[config.mk]
export PLATFORM = sky130hd
export DESIGN_NAME = umi_cmd_loop
export DESIGN_NICKNAME = d
export VERILOG_FILES = /design/src/rtl/umi_pkg.sv /design/src/rtl/umi_if.sv /design/src/rtl/umi_cmd_loop.sv /design/src/rtl/umi_unpack.sv /design/src/rtl/umi_pack.sv /design/src/rtl/umi_decode.sv
export SDC_FILE = /design/constraint.sdc
export NUM_CORES = 1
export LEC_CHECK = 0
export BUFFER_PORTS_ARGS = -buffer_cell sky130_fd_sc_hd__buf_2
export CORE_MARGIN = 2
export CORE_UTILIZATION = 44
export DETAILED_ROUTE_END_ITERATION = 10
export PLACE_DENSITY = 0.82
export SYNTH_ARGS = -nofsm -noshare
export SYNTH_HDL_FRONTEND = slang
export SYNTH_HIERARCHICAL = 1
export SYNTH_SLANG_ARGS = --single-unit
[constraint.sdc]
create_clock -name clk -period 2.8 [get_ports clk]
set_clock_uncertainty 0.15 [all_clocks]
set_input_delay 0.28 -clock clk [delete_from_list [all_inputs] [get_ports clk]]
set_output_delay 0.28 -clock clk [all_outputs]
set_load 0.02 [all_outputs]
[src/rtl/umi_pkg.sv]
// UMI command word package with field widths, opcode table and the two-view command word
`default_nettype none

package umi_pkg;

   // Field widths
   localparam int UMI_OPCODE_W = 5;
   localparam int UMI_SIZE_W   = 3;
   localparam int UMI_LEN_W    = 8;
   localparam int UMI_ATYPE_W  = 8;
   localparam int UMI_PROT_W   = 2;
   localparam int UMI_QOS_W    = 4;
   localparam int UMI_USER_W   = 19;
   localparam int UMI_ERR_W    = 2;
   localparam int UMI_HOSTID_W = 5;

   localparam int UMI_CMD_W    = 32;          // Command word width
   localparam int UMI_RKIND_W  = 3;           // Response kind index width

   // Requests sit on odd opcodes
   localparam logic [UMI_OPCODE_W-1:0] UMI_REQ_READ         = 5'd1;
   localparam logic [UMI_OPCODE_W-1:0] UMI_REQ_WRITE        = 5'd3;
   localparam logic [UMI_OPCODE_W-1:0] UMI_REQ_WRITE_POSTED = 5'd5;
   localparam logic [UMI_OPCODE_W-1:0] UMI_REQ_RDMA         = 5'd7;
   localparam logic [UMI_OPCODE_W-1:0] UMI_REQ_ATOMIC       = 5'd9;
   localparam logic [UMI_OPCODE_W-1:0] UMI_REQ_USER0        = 5'd11;
   localparam logic [UMI_OPCODE_W-1:0] UMI_REQ_FUTURE0      = 5'd13;
   localparam logic [UMI_OPCODE_W-1:0] UMI_REQ_LINK         = 5'd15;

   // Responses on nonzero even opcodes
   localparam logic [UMI_OPCODE_W-1:0] UMI_RESP_READ        = 5'd2;
   localparam logic [UMI_OPCODE_W-1:0] UMI_RESP_WRITE       = 5'd4;
   localparam logic [UMI_OPCODE_W-1:0] UMI_RESP_USER0       = 5'd6;
   localparam logic [UMI_OPCODE_W-1:0] UMI_RESP_USER1       = 5'd8;
   localparam logic [UMI_OPCODE_W-1:0] UMI_RESP_FUTURE0     = 5'd10;
   localparam logic [UMI_OPCODE_W-1:0] UMI_RESP_FUTURE1     = 5'd12;
   localparam logic [UMI_OPCODE_W-1:0] UMI_RESP_LINK        = 5'd14;

   localparam logic [UMI_OPCODE_W-1:0] UMI_ERROR            = 5'd16;  // Above this is invalid

   // Standard layout, header bits shared by len/atype/user
   typedef struct packed {
      logic [UMI_HOSTID_W-1:0] hostid;      // [31:27]
      logic [1:0]              ue;          // [26:25] err or user[1:0]
      logic [2:0]              flags;       // [24:22] {ex,eof,eom}
      logic [UMI_PROT_W-1:0]   prot;        // [21:20]
      logic [UMI_QOS_W-1:0]    qos;         // [19:16]
      logic [7:0]              lenfld;      // [15:8] len, atype or user
      logic [UMI_SIZE_W-1:0]   size;        // [7:5]
      logic [UMI_OPCODE_W-1:0] opcode;      // [4:0]
   } umi_cmd_std_t;

   // Link layout, middle bits are one user payload
   typedef struct packed {
      logic [UMI_HOSTID_W-1:0] hostid;      // [31:27]
      logic [18:0]             payload;     // [26:8]
      logic [UMI_SIZE_W-1:0]   size;        // [7:5] fixed code
      logic [UMI_OPCODE_W-1:0] opcode;      // [4:0]
   } umi_cmd_link_t;

   // Same 32 bits, read either way
   typedef union packed {
      umi_cmd_std_t  std;
      umi_cmd_link_t link;
   } umi_cmd_word_t;

endpackage

`default_nettype wire
[src/rtl/umi_if.sv]
// UMI interfaces for command fields and opcode class flags
`timescale 1ns/1ns
`default_nettype none

interface umi_cmd_if;
   logic [umi_pkg::UMI_OPCODE_W-1:0] opcode;
   logic [umi_pkg::UMI_SIZE_W-1:0]   size;
   logic [umi_pkg::UMI_LEN_W-1:0]    len;
   logic [umi_pkg::UMI_ATYPE_W-1:0]  atype;   // Atomic subtype passed through
   logic [umi_pkg::UMI_PROT_W-1:0]   prot;
   logic [umi_pkg::UMI_QOS_W-1:0]    qos;
   logic                             eom;
   logic                             eof;
   logic                             ex;
   logic [umi_pkg::UMI_USER_W-1:0]   user;
   logic [umi_pkg::UMI_ERR_W-1:0]    err;
   logic [umi_pkg::UMI_HOSTID_W-1:0] hostid;

   modport src (output opcode, size, len, atype, prot, qos, eom, eof, ex, user, err, hostid);
   modport dst (input  opcode, size, len, atype, prot, qos, eom, eof, ex, user, err, hostid);
endinterface

interface umi_class_if;
   logic                            invalid;
   logic                            request;      // Group flag
   logic                            response;     // Group flag
   logic                            read;
   logic                            write;
   logic                            write_posted;
   logic                            rdma;
   logic                            atomic;
   logic                            user0;
   logic                            future0;
   logic                            error;
   logic                            link;
   logic                            link_resp;
   logic [umi_pkg::UMI_RKIND_W-1:0] response_kind; // 0 when not a response

   modport dec  (output invalid, request, response, read, write, write_posted, rdma,
                 atomic, user0, future0, error, link, link_resp, response_kind);
   modport sink (input  invalid, request, response, read, write, write_posted, rdma,
                 atomic, user0, future0, error, link, link_resp, response_kind);
endinterface

`default_nettype wire

[src/rtl/umi_cmd_loop.sv]
// UMI command loop, packs fields, registers the word, then unpacks and classifies it
`timescale 1ns/1ns
`default_nettype none

module umi_cmd_loop #(
   parameter int CW = 32
) (
   input  wire logic                             clk,
   input  wire logic                             rst,
   input  wire logic                             in_valid,
   // Command fields in
   input  wire logic [umi_pkg::UMI_OPCODE_W-1:0] in_opcode,
   input  wire logic [umi_pkg::UMI_SIZE_W-1:0]   in_size,
   input  wire logic [umi_pkg::UMI_LEN_W-1:0]    in_len,
   input  wire logic [umi_pkg::UMI_ATYPE_W-1:0]  in_atype,
   input  wire logic [umi_pkg::UMI_PROT_W-1:0]   in_prot,
   input  wire logic [umi_pkg::UMI_QOS_W-1:0]    in_qos,
   input  wire logic                             in_eom,
   input  wire logic                             in_eof,
   input  wire logic                             in_ex,
   input  wire logic [umi_pkg::UMI_USER_W-1:0]   in_user,
   input  wire logic [umi_pkg::UMI_ERR_W-1:0]    in_err,
   input  wire logic [umi_pkg::UMI_HOSTID_W-1:0] in_hostid,
   // Registered word
   output      logic                             out_valid,
   output      logic [CW-1:0]                    packet,
   // Unpacked fields
   output      logic [umi_pkg::UMI_OPCODE_W-1:0] out_opcode,
   output      logic [umi_pkg::UMI_SIZE_W-1:0]   out_size,
   output      logic [umi_pkg::UMI_LEN_W-1:0]    out_len,
   output      logic [umi_pkg::UMI_ATYPE_W-1:0]  out_atype,
   output      logic [umi_pkg::UMI_PROT_W-1:0]   out_prot,
   output      logic [umi_pkg::UMI_QOS_W-1:0]    out_qos,
   output      logic                             out_eom,
   output      logic                             out_eof,
   output      logic                             out_ex,
   output      logic [umi_pkg::UMI_USER_W-1:0]   out_user,
   output      logic [umi_pkg::UMI_ERR_W-1:0]    out_err,
   output      logic [umi_pkg::UMI_HOSTID_W-1:0] out_hostid,
   // Class of the registered word
   output      logic                             out_request,
   output      logic                             out_response,
   output      logic                             out_atomic,
   output      logic                             out_error,
   output      logic                             out_link,
   output      logic                             out_link_resp,
   output      logic                             out_invalid
);

   umi_cmd_if   in_if ();    // Fields into packer
   umi_cmd_if   out_if ();   // Fields from unpacker
   umi_class_if out_cls ();  // Class of registered word

   logic [CW-1:0] packed_word;  // Combinational pack result

   assign in_if.opcode = in_opcode;
   assign in_if.size   = in_size;
   assign in_if.len    = in_len;
   assign in_if.atype  = in_atype;
   assign in_if.prot   = in_prot;
   assign in_if.qos    = in_qos;
   assign in_if.eom    = in_eom;
   assign in_if.eof    = in_eof;
   assign in_if.ex     = in_ex;
   assign in_if.user   = in_user;
   assign in_if.err    = in_err;
   assign in_if.hostid = in_hostid;

   umi_pack #(.CW(CW)) u_pack (
      .fields (in_if.dst),
      .packet (packed_word)
   );

   // One-stage register, word holds when idle
   always_ff @(posedge clk) begin
      if (rst) begin
         out_valid <= 1'b0;
         packet    <= '0;
      end else begin
         out_valid <= in_valid;
         if (in_valid) begin
            packet <= packed_word;
         end
      end
   end

   umi_unpack #(.CW(CW)) u_unpack (
      .packet (packet),
      .fields (out_if.src),
      .cls    (out_cls.dec)
   );

   assign out_opcode    = out_if.opcode;
   assign out_size      = out_if.size;
   assign out_len       = out_if.len;
   assign out_atype     = out_if.atype;
   assign out_prot      = out_if.prot;
   assign out_qos       = out_if.qos;
   assign out_eom       = out_if.eom;
   assign out_eof       = out_if.eof;
   assign out_ex        = out_if.ex;
   assign out_user      = out_if.user;
   assign out_err       = out_if.err;
   assign out_hostid    = out_if.hostid;

   assign out_request   = out_cls.request;
   assign out_response  = out_cls.response;
   assign out_atomic    = out_cls.atomic;
   assign out_error     = out_cls.error;
   assign out_link      = out_cls.link;
   assign out_link_resp = out_cls.link_resp;
   assign out_invalid   = out_cls.invalid;

endmodule

`default_nettype wire

[src/rtl/umi_unpack.sv]
// UMI command unpacker, recovers fields and class from a header word
`timescale 1ns/1ns
`default_nettype none

module umi_unpack #(
   parameter int CW = 32
) (
   input  wire logic [CW-1:0] packet,
   umi_cmd_if.src             fields,
   umi_class_if.dec           cls
);

   umi_pkg::umi_cmd_word_t word;
   logic                   lnk_any;  // link or link_resp

   assign word = packet[umi_pkg::UMI_CMD_W-1:0];  // Bits above the header ignored

   // Decoder drives the class port directly
   umi_decode #(.CW(CW)) u_decode (
      .opcode (word.std.opcode),
      .cls    (cls)
   );

   assign lnk_any = cls.link | cls.link_resp;

   // Always present
   assign fields.opcode = word.std.opcode;
   assign fields.hostid = word.std.hostid;

   // Size has no slot for link, link_resp or error
   assign fields.size  = (lnk_any | cls.error) ? '0 : word.std.size;

   // Shared len slot
   assign fields.len   = (lnk_any | cls.error | cls.atomic) ? '0 : word.std.lenfld;
   assign fields.atype = cls.atomic ? word.std.lenfld : '0;

   // qos and prot lost to user bits on link classes
   assign fields.prot  = lnk_any ? '0 : word.std.prot;
   assign fields.qos   = lnk_any ? '0 : word.std.qos;

   // Flag bits, {ex,eof,eom}
   assign fields.ex  = (lnk_any | cls.error) ? 1'b0 : word.std.flags[2];
   assign fields.eof = (lnk_any | cls.error) ? 1'b0 : word.std.flags[1];
   assign fields.eom = (lnk_any | cls.error) ? 1'b0 : word.std.flags[0];

   // ue slot holds err on any response, link_resp included
   assign fields.err = (cls.response | cls.error) ? word.std.ue : '0;

   always_comb begin
      if (cls.link) begin
         fields.user = word.link.payload;                      // Full 19 bits
      end else if (cls.link_resp) begin
         fields.user = {2'b00, word.link.payload[16:0]};       // Top pair is err
      end else if (cls.error) begin
         fields.user = {8'h00, word.std.flags, word.std.lenfld}; // user[10:0]
      end else if (cls.response) begin
         fields.user = '0;                                     // ue taken by err
      end else begin
         fields.user = {17'h0_0000, word.std.ue};              // Requests, invalid
      end
   end

endmodule

`default_nettype wire

[src/rtl/umi_pack.sv]
// UMI command packer, folds the command fields into one header word
`timescale 1ns/1ns
`default_nettype none

module umi_pack #(
   parameter int CW = 32
) (
   umi_cmd_if.dst             fields,
   output     logic [CW-1:0]  packet
);

   umi_class_if          cls ();     // Local decode of the field opcode
   umi_pkg::umi_cmd_word_t word;

   umi_decode #(.CW(CW)) u_decode (
      .opcode (fields.opcode),
      .cls    (cls.dec)
   );

   always_comb begin
      word = '0;
      if (cls.link | cls.link_resp) begin
         // Link view, user spread over the whole middle
         word.link.hostid  = fields.hostid;
         word.link.payload = cls.link ? fields.user                   // ue slot = user[18:17]
                                      : {fields.err, fields.user[16:0]}; // ue slot = err
         word.link.size    = cls.link ? 3'd1 : 3'd0;                  // Fixed size code
         word.link.opcode  = fields.opcode;
      end else begin
         word.std.hostid = fields.hostid;
         word.std.ue     = (cls.response | cls.error) ? fields.err
                                                      : fields.user[1:0];
         word.std.flags  = cls.error ? fields.user[10:8]
                                     : {fields.ex, fields.eof, fields.eom};
         word.std.prot   = fields.prot;
         word.std.qos    = fields.qos;
         if (cls.atomic) begin
            word.std.lenfld = fields.atype;         // Atomic reuses len slot
         end else if (cls.error) begin
            word.std.lenfld = fields.user[7:0];     // Error info in low user
         end else begin
            word.std.lenfld = fields.len;
         end
         word.std.size   = cls.error ? 3'd0 : fields.size;
         word.std.opcode = fields.opcode;
      end
   end

   // Upper bits zero on wide buses
   always_comb begin
      packet = '0;
      packet[umi_pkg::UMI_CMD_W-1:0] = word;
   end

endmodule

`default_nettype wire

[src/rtl/umi_decode.sv]
// UMI command decoder, sorts an opcode into its request, response or error class
`timescale 1ns/1ns
`default_nettype none

module umi_decode #(
   parameter int CW = 32
) (
   input  wire logic [umi_pkg::UMI_OPCODE_W-1:0] opcode,
   umi_class_if.dec                              cls
);

   logic resp_read;
   logic resp_write;
   logic resp_user0;
   logic resp_user1;
   logic resp_future0;
   logic resp_future1;

   // Word narrower than the header layout cannot carry a command
   if (CW < umi_pkg::UMI_CMD_W) begin : g_cw_chk
      $error("umi_decode: CW smaller than command word");
   end

   // Request opcodes
   assign cls.read         = (opcode == umi_pkg::UMI_REQ_READ);
   assign cls.write        = (opcode == umi_pkg::UMI_REQ_WRITE);
   assign cls.write_posted = (opcode == umi_pkg::UMI_REQ_WRITE_POSTED);
   assign cls.rdma         = (opcode == umi_pkg::UMI_REQ_RDMA);
   assign cls.atomic       = (opcode == umi_pkg::UMI_REQ_ATOMIC);
   assign cls.user0        = (opcode == umi_pkg::UMI_REQ_USER0);
   assign cls.future0      = (opcode == umi_pkg::UMI_REQ_FUTURE0);
   assign cls.link         = (opcode == umi_pkg::UMI_REQ_LINK);

   // Response opcodes, only link_resp gets its own flag
   assign resp_read        = (opcode == umi_pkg::UMI_RESP_READ);
   assign resp_write       = (opcode == umi_pkg::UMI_RESP_WRITE);
   assign resp_user0       = (opcode == umi_pkg::UMI_RESP_USER0);
   assign resp_user1       = (opcode == umi_pkg::UMI_RESP_USER1);
   assign resp_future0     = (opcode == umi_pkg::UMI_RESP_FUTURE0);
   assign resp_future1     = (opcode == umi_pkg::UMI_RESP_FUTURE1);
   assign cls.link_resp    = (opcode == umi_pkg::UMI_RESP_LINK);

   assign cls.error        = (opcode == umi_pkg::UMI_ERROR);

   // Group flags
   assign cls.request  = cls.read | cls.write | cls.write_posted | cls.rdma |
                         cls.atomic | cls.user0 | cls.future0 | cls.link;
   assign cls.response = resp_read | resp_write | resp_user0 | resp_user1 |
                         resp_future0 | resp_future1 | cls.link_resp;

   // Opcode 0 and anything past ERROR
   assign cls.invalid  = ~(cls.request | cls.response | cls.error);

   // Even opcodes 2..14 map to kind 1..7
   assign cls.response_kind = cls.response ? opcode[3:1] : '0;

endmodule

`default_nettype wire

=== After elaboration in Yosys (flattened, before gate mapping) ===
Index checks and enable logic that the tools add are counted.

* Register bits: 33
* Input port bits: 62
* Output and inout bits: 99

* Eq/ne operators: 26
* Muxes and demuxes: 21
* Bitwise gates (word level): 28

{| class="wikitable"
|+ Operator list
! cell !! count
|-
| 2-to-1 mux 19 bit || 4
|-
| == test 5 x 4 -> 1 bit, second input constant || 14
|-
| 2-to-1 mux 8 bit || 4
|-
| == test 5 x 3 -> 1 bit, second input constant || 6
|-
| 2-to-1 mux 27 bit || 1
|-
| OR 1 bit || 27
|-
| == test 5 x 2 -> 1 bit, second input constant || 3
|-
| == test 5 bit, second input constant || 2
|-
| 2-to-1 mux 3 bit || 3
|-
| 2-to-1 mux 2 bit || 4
|-
| == test 5 x 1 -> 1 bit, second input constant || 1
|-
| 2-to-1 mux 1 bit || 4
|-
| 2-to-1 mux 4 bit || 1
|-
| inverter 1 bit || 1
|}

=== Longest topological paths before layout ===
* Depth in word-level cells: 11
* Gate-level depth with buffers: 10
* Mapped depth without buffers: 7

=== By module ===
The synthesis kept the hierarchy.

{| class="wikitable"
|+ By module, submodules not included
! module !! instances !! cells each !! area each (µm²) !! seq. area each (µm²)
|-
| umi_cmd_loop || 1 || 106 || 1202.4 || 660.6
|-
| umi_pack || 1 || 91 || 575.6 || 0.0
|-
| umi_unpack || 1 || 74 || 510.5 || 0.0
|-
| umi_decode || 2 || 26 || 171.4 || 0.0
|}

=== Worst setup path after synthesis ===
No wires, ideal clock.

* Path type: flip-flop to output port
* From: register packet[3]
* To: output port out_user[3] (netlist name)
* Arrival: 2052 ps
* Setup slack: 318 ps
* Cell stages (with the launch flop): 6
* Path buffers: 1
* Cells stage by stage: dfxtp_1 -> nand3b_1 -> nor2_1 -> nor3_4 -> buf_6 -> nor2b_1

{| class="wikitable"
|+ RTL lines
! item !! line !! text
|-
| start, declared || umi_cmd_loop.sv:26 || <nowiki>output logic [CW-1:0] packet,</nowiki>
|-
| start signal, assigned || umi_cmd_loop.sv:82 || <nowiki>packet <= packed_word;</nowiki>
|-
| == test 5 x 4 -> 1 bit || umi_decode.sv:32 || <nowiki>assign cls.link = (opcode == umi_pkg::UMI_REQ_LINK);</nowiki>
|-
| via out_link || umi_cmd_loop.sv:45 || <nowiki>output logic out_link,</nowiki>
|-
| 2-to-1 mux 19 bit || umi_unpack.sv:50 || <nowiki>if (cls.link) begin</nowiki>
|-
| end, declared || umi_cmd_loop.sv:37 || <nowiki>output logic [umi_pkg::UMI_USER_W-1:0] out_user,</nowiki>
|}

The timed path passes the listed nets, and every way through them passes these cells.

=== Worst setup path in the final report ===
* From: register packet[1]
* To: output port out_user[1] (netlist name)

* Word-level cells in the longest chain between the ends: 11

{| class="wikitable"
|+ Ends and longest elaborated chain
! item !! line !! text
|-
| == test 5 x 2 -> 1 bit / == test 5 x 3 -> 1 bit (equally long branches) || umi_decode.sv:35, umi_decode.sv:36 ||
|-
| OR 1 bit (4 in series) || umi_decode.sv:48 || <nowiki>assign cls.response = resp_read | resp_write | resp_user0 | resp_user1 |</nowiki>
|-
| OR 1 bit (2 in series) || umi_decode.sv:49 || <nowiki>resp_future0 | resp_future1 | cls.link_resp;</nowiki>
|-
| 2-to-1 mux 2 bit || umi_unpack.sv:56 || <nowiki>end else if (cls.response) begin</nowiki>
|-
| 2-to-1 mux 19 bit || umi_unpack.sv:54 || <nowiki>end else if (cls.error) begin</nowiki>
|-
| 2-to-1 mux 19 bit || umi_unpack.sv:52 || <nowiki>end else if (cls.link_resp) begin</nowiki>
|-
| 2-to-1 mux 19 bit (*) || umi_unpack.sv:50 ||
|}

Every way passes the cells marked *; elsewhere a longest branch is shown, timed or not.

==> results_dict.tcl <==
set metrics [dict create \
    status "completed" \
    netlist_instances 300 \
    power.total_mw 1.31 \
    slew_headroom_pct 57.5 \
    vias_per_cell 5.00 \
    crit_slowest_cell "dfxtp_1" \
    num_rows 27 \
    worst_pin_slew_ps 632 \
    cts_sinks 33 \
    io_pins 161 \
    final_cell_mix "buf_2 (160), nor2_1 (36), mux2i_1 (35), and2_1 (35), dfxtp_1 (33)" \
    syn_nets 362 \
    setup_viol 0 \
    worst_r2r_path_depth 2 \
    grt_use_met1_pct 27.4 \
    pwr-share-comb_pct 29.3 \
    rsz0062_at_grt "false" \
    cts_tree "yes" \
    cts_setup_buffers 0 \
    die_w_um 79.1 \
    maxCapViolations 0 \
    die_h_um 79.1 \
    powerDensity_nw_per_um2 409 \
    hold_path_class "in -> reg" \
    pre_cts_ws_ps 319 \
    n_antenna_cell 0 \
    grt_usage_pct 23.0 \
    wl_um 7440 \
    layout-drive-gt1-share_pct 45.7 \
    seq_power_share_pct 40.8 \
    crit_cells 5 \
    critPathArrivalTime_ps 2190 \
    switching_share_pct 32.4 \
    path_buf_inv 1 \
    gp_congestion 0.969 \
    avgSynthCellArea_sq_um 8.27 \
    worst_path_dominant_cell_family "simple AND/OR/NAND/NOR gates" \
    worstSetupEndpointType "output pin" \
    final_common_cell "buf_2" \
    antenna_found_initial 0 \
    cpPeakStageDelay_ps 500 \
    post_drt_wl_per_cell_um 14.7 \
    io_buffers 160 \
    fin_crit_ps 2620 \
    regArea_sq_um 661 \
    drv_slew 0 \
    syn-cell-area_sq_um 2480 \
    ctsRootBufferMaster "clkbuf_8" \
    use_met3_pct 3.98 \
    setup_tns_ps 0 \
    fin_ws_ps 175 \
    grt_pass1_wl_um 11300 \
    vias 2533 \
    leakage_nw 1.79 \
    path_class "reg -> out" \
    post_cts_resized 1 \
    dpl.hpwl_um 5810 \
    cts.clk_slew.worst_paths_ps 70 \
    core_sq_um 5470 \
    firstDrtPassIters 4 \
    crit_chain "nor3_1 -> and3b_1 -> nor3_4 -> mux2_2 -> buf_2" \
    final_hold_viol_count 0 \
    first_iter_violations 161 \
    nNetsFinal 496 \
    multi_input_comb_area_sq_um 1470 \
    path_max_fanout 8 \
    dieArea_sq_um 6260 \
    ir_drop_uv 259 \
    clkLatencyLatePin_ps 270 \
    yosys_warnings 6 \
    globalRouteMet2Util_pct 41.2 \
    grt_start_max_net_pins 34 \
    post-route-period-util_pct 93.7 \
    htreeDepth 2 \
    holdBufCountCts 0 \
    drc 0 \
    p_int_mw 0.887 \
    fillers 539 \
    holdCritStartpoint "in_hostid[1]" \
    grt_most_used_layer "met2" \
    p_switching_mw 0.426 \
    holdPathStages 3 \
    startpoint "packet[1]" \
    numCtsBuffers 5 \
    cts_buffer_depth 2 \
    area_growth_syn_to_layout_pct 29.3 \
    cp.required_ps 2370 \
    r2r_start "packet[4]" \
    grt_overflow 0 \
    ant_nets 0 \
    start_util_pct 45.3 \
    clkPwrFrac_pct 29.8 \
    start_kind "register" \
    fmaxAchievable_mhz 381 \
    grt_pass1_vias 2325 \
]
-- stage by stage --
step | instance area, sq um | util, % | hold slack (ps) | std cells
4_1_cts | 3210 | 58.6 | 78.0 | 507
3_5_place_dp | 3100 | 56.7 | 363 | 499
2_1_floorplan | 2480 | - | 359 | 300
5_1_grt | 3210 | 58.6 | 89.6 | 507
6_report | 3210 | 58.6 | 86.8 | 507
3_3_place_gp | 3100 | 56.7 | 342 | 499
-- worst min-delay path: cells and delay by family --
family / cells / cell delay [ps]
buf+inv: 1 / 80
mux: 1 / 50
simple gates: 1 / 70
-- worst paths after layout --
check / slack, ps / to
worst min register to register: 370 / packet[28]
worst max register to register: 1790 / packet[4]
worst max-delay path: 180 / out_user[1]
worst min-delay path: 90 / packet[28]
-- area by class of cell --
type	instances	share of cell area (%)
repair buffers	171	27.5
well taps	72	2.81
clock buffers	7	3.00
clock inverters	1	0.156
flip-flops and latches	33	20.6
multi-input cells	223	45.9
-- registers in the layout (all words and copies together) (netlist names) --
name,cells
out_valid,1
packet,32
-- power groups by stage --
| stage | clock network (mW) | logic, mW | registers [mW] |
|---|---|---|---|
| after floorplan | 0 | 0.244 | 0.574 |
| after global placement | 0 | 0.380 | 0.545 |
| after detailed placement | 0 | 0.385 | 0.547 |
| after CTS | 0.404 | 0.387 | 0.537 |
| after global routing | 0.425 | 0.414 | 0.542 |
| final | 0.391 | 0.385 | 0.536 |
-- routing by layer --
metal	share of wire [%]	wire, um	up-vias
li1	-	-	1250
met1	39	2900	1150
met2	51	3830	126
met3	8.8	651	7
met4	0.87	65	0
met5	0	0	-
No activity file was read; power rests on OpenSTA's default activity.
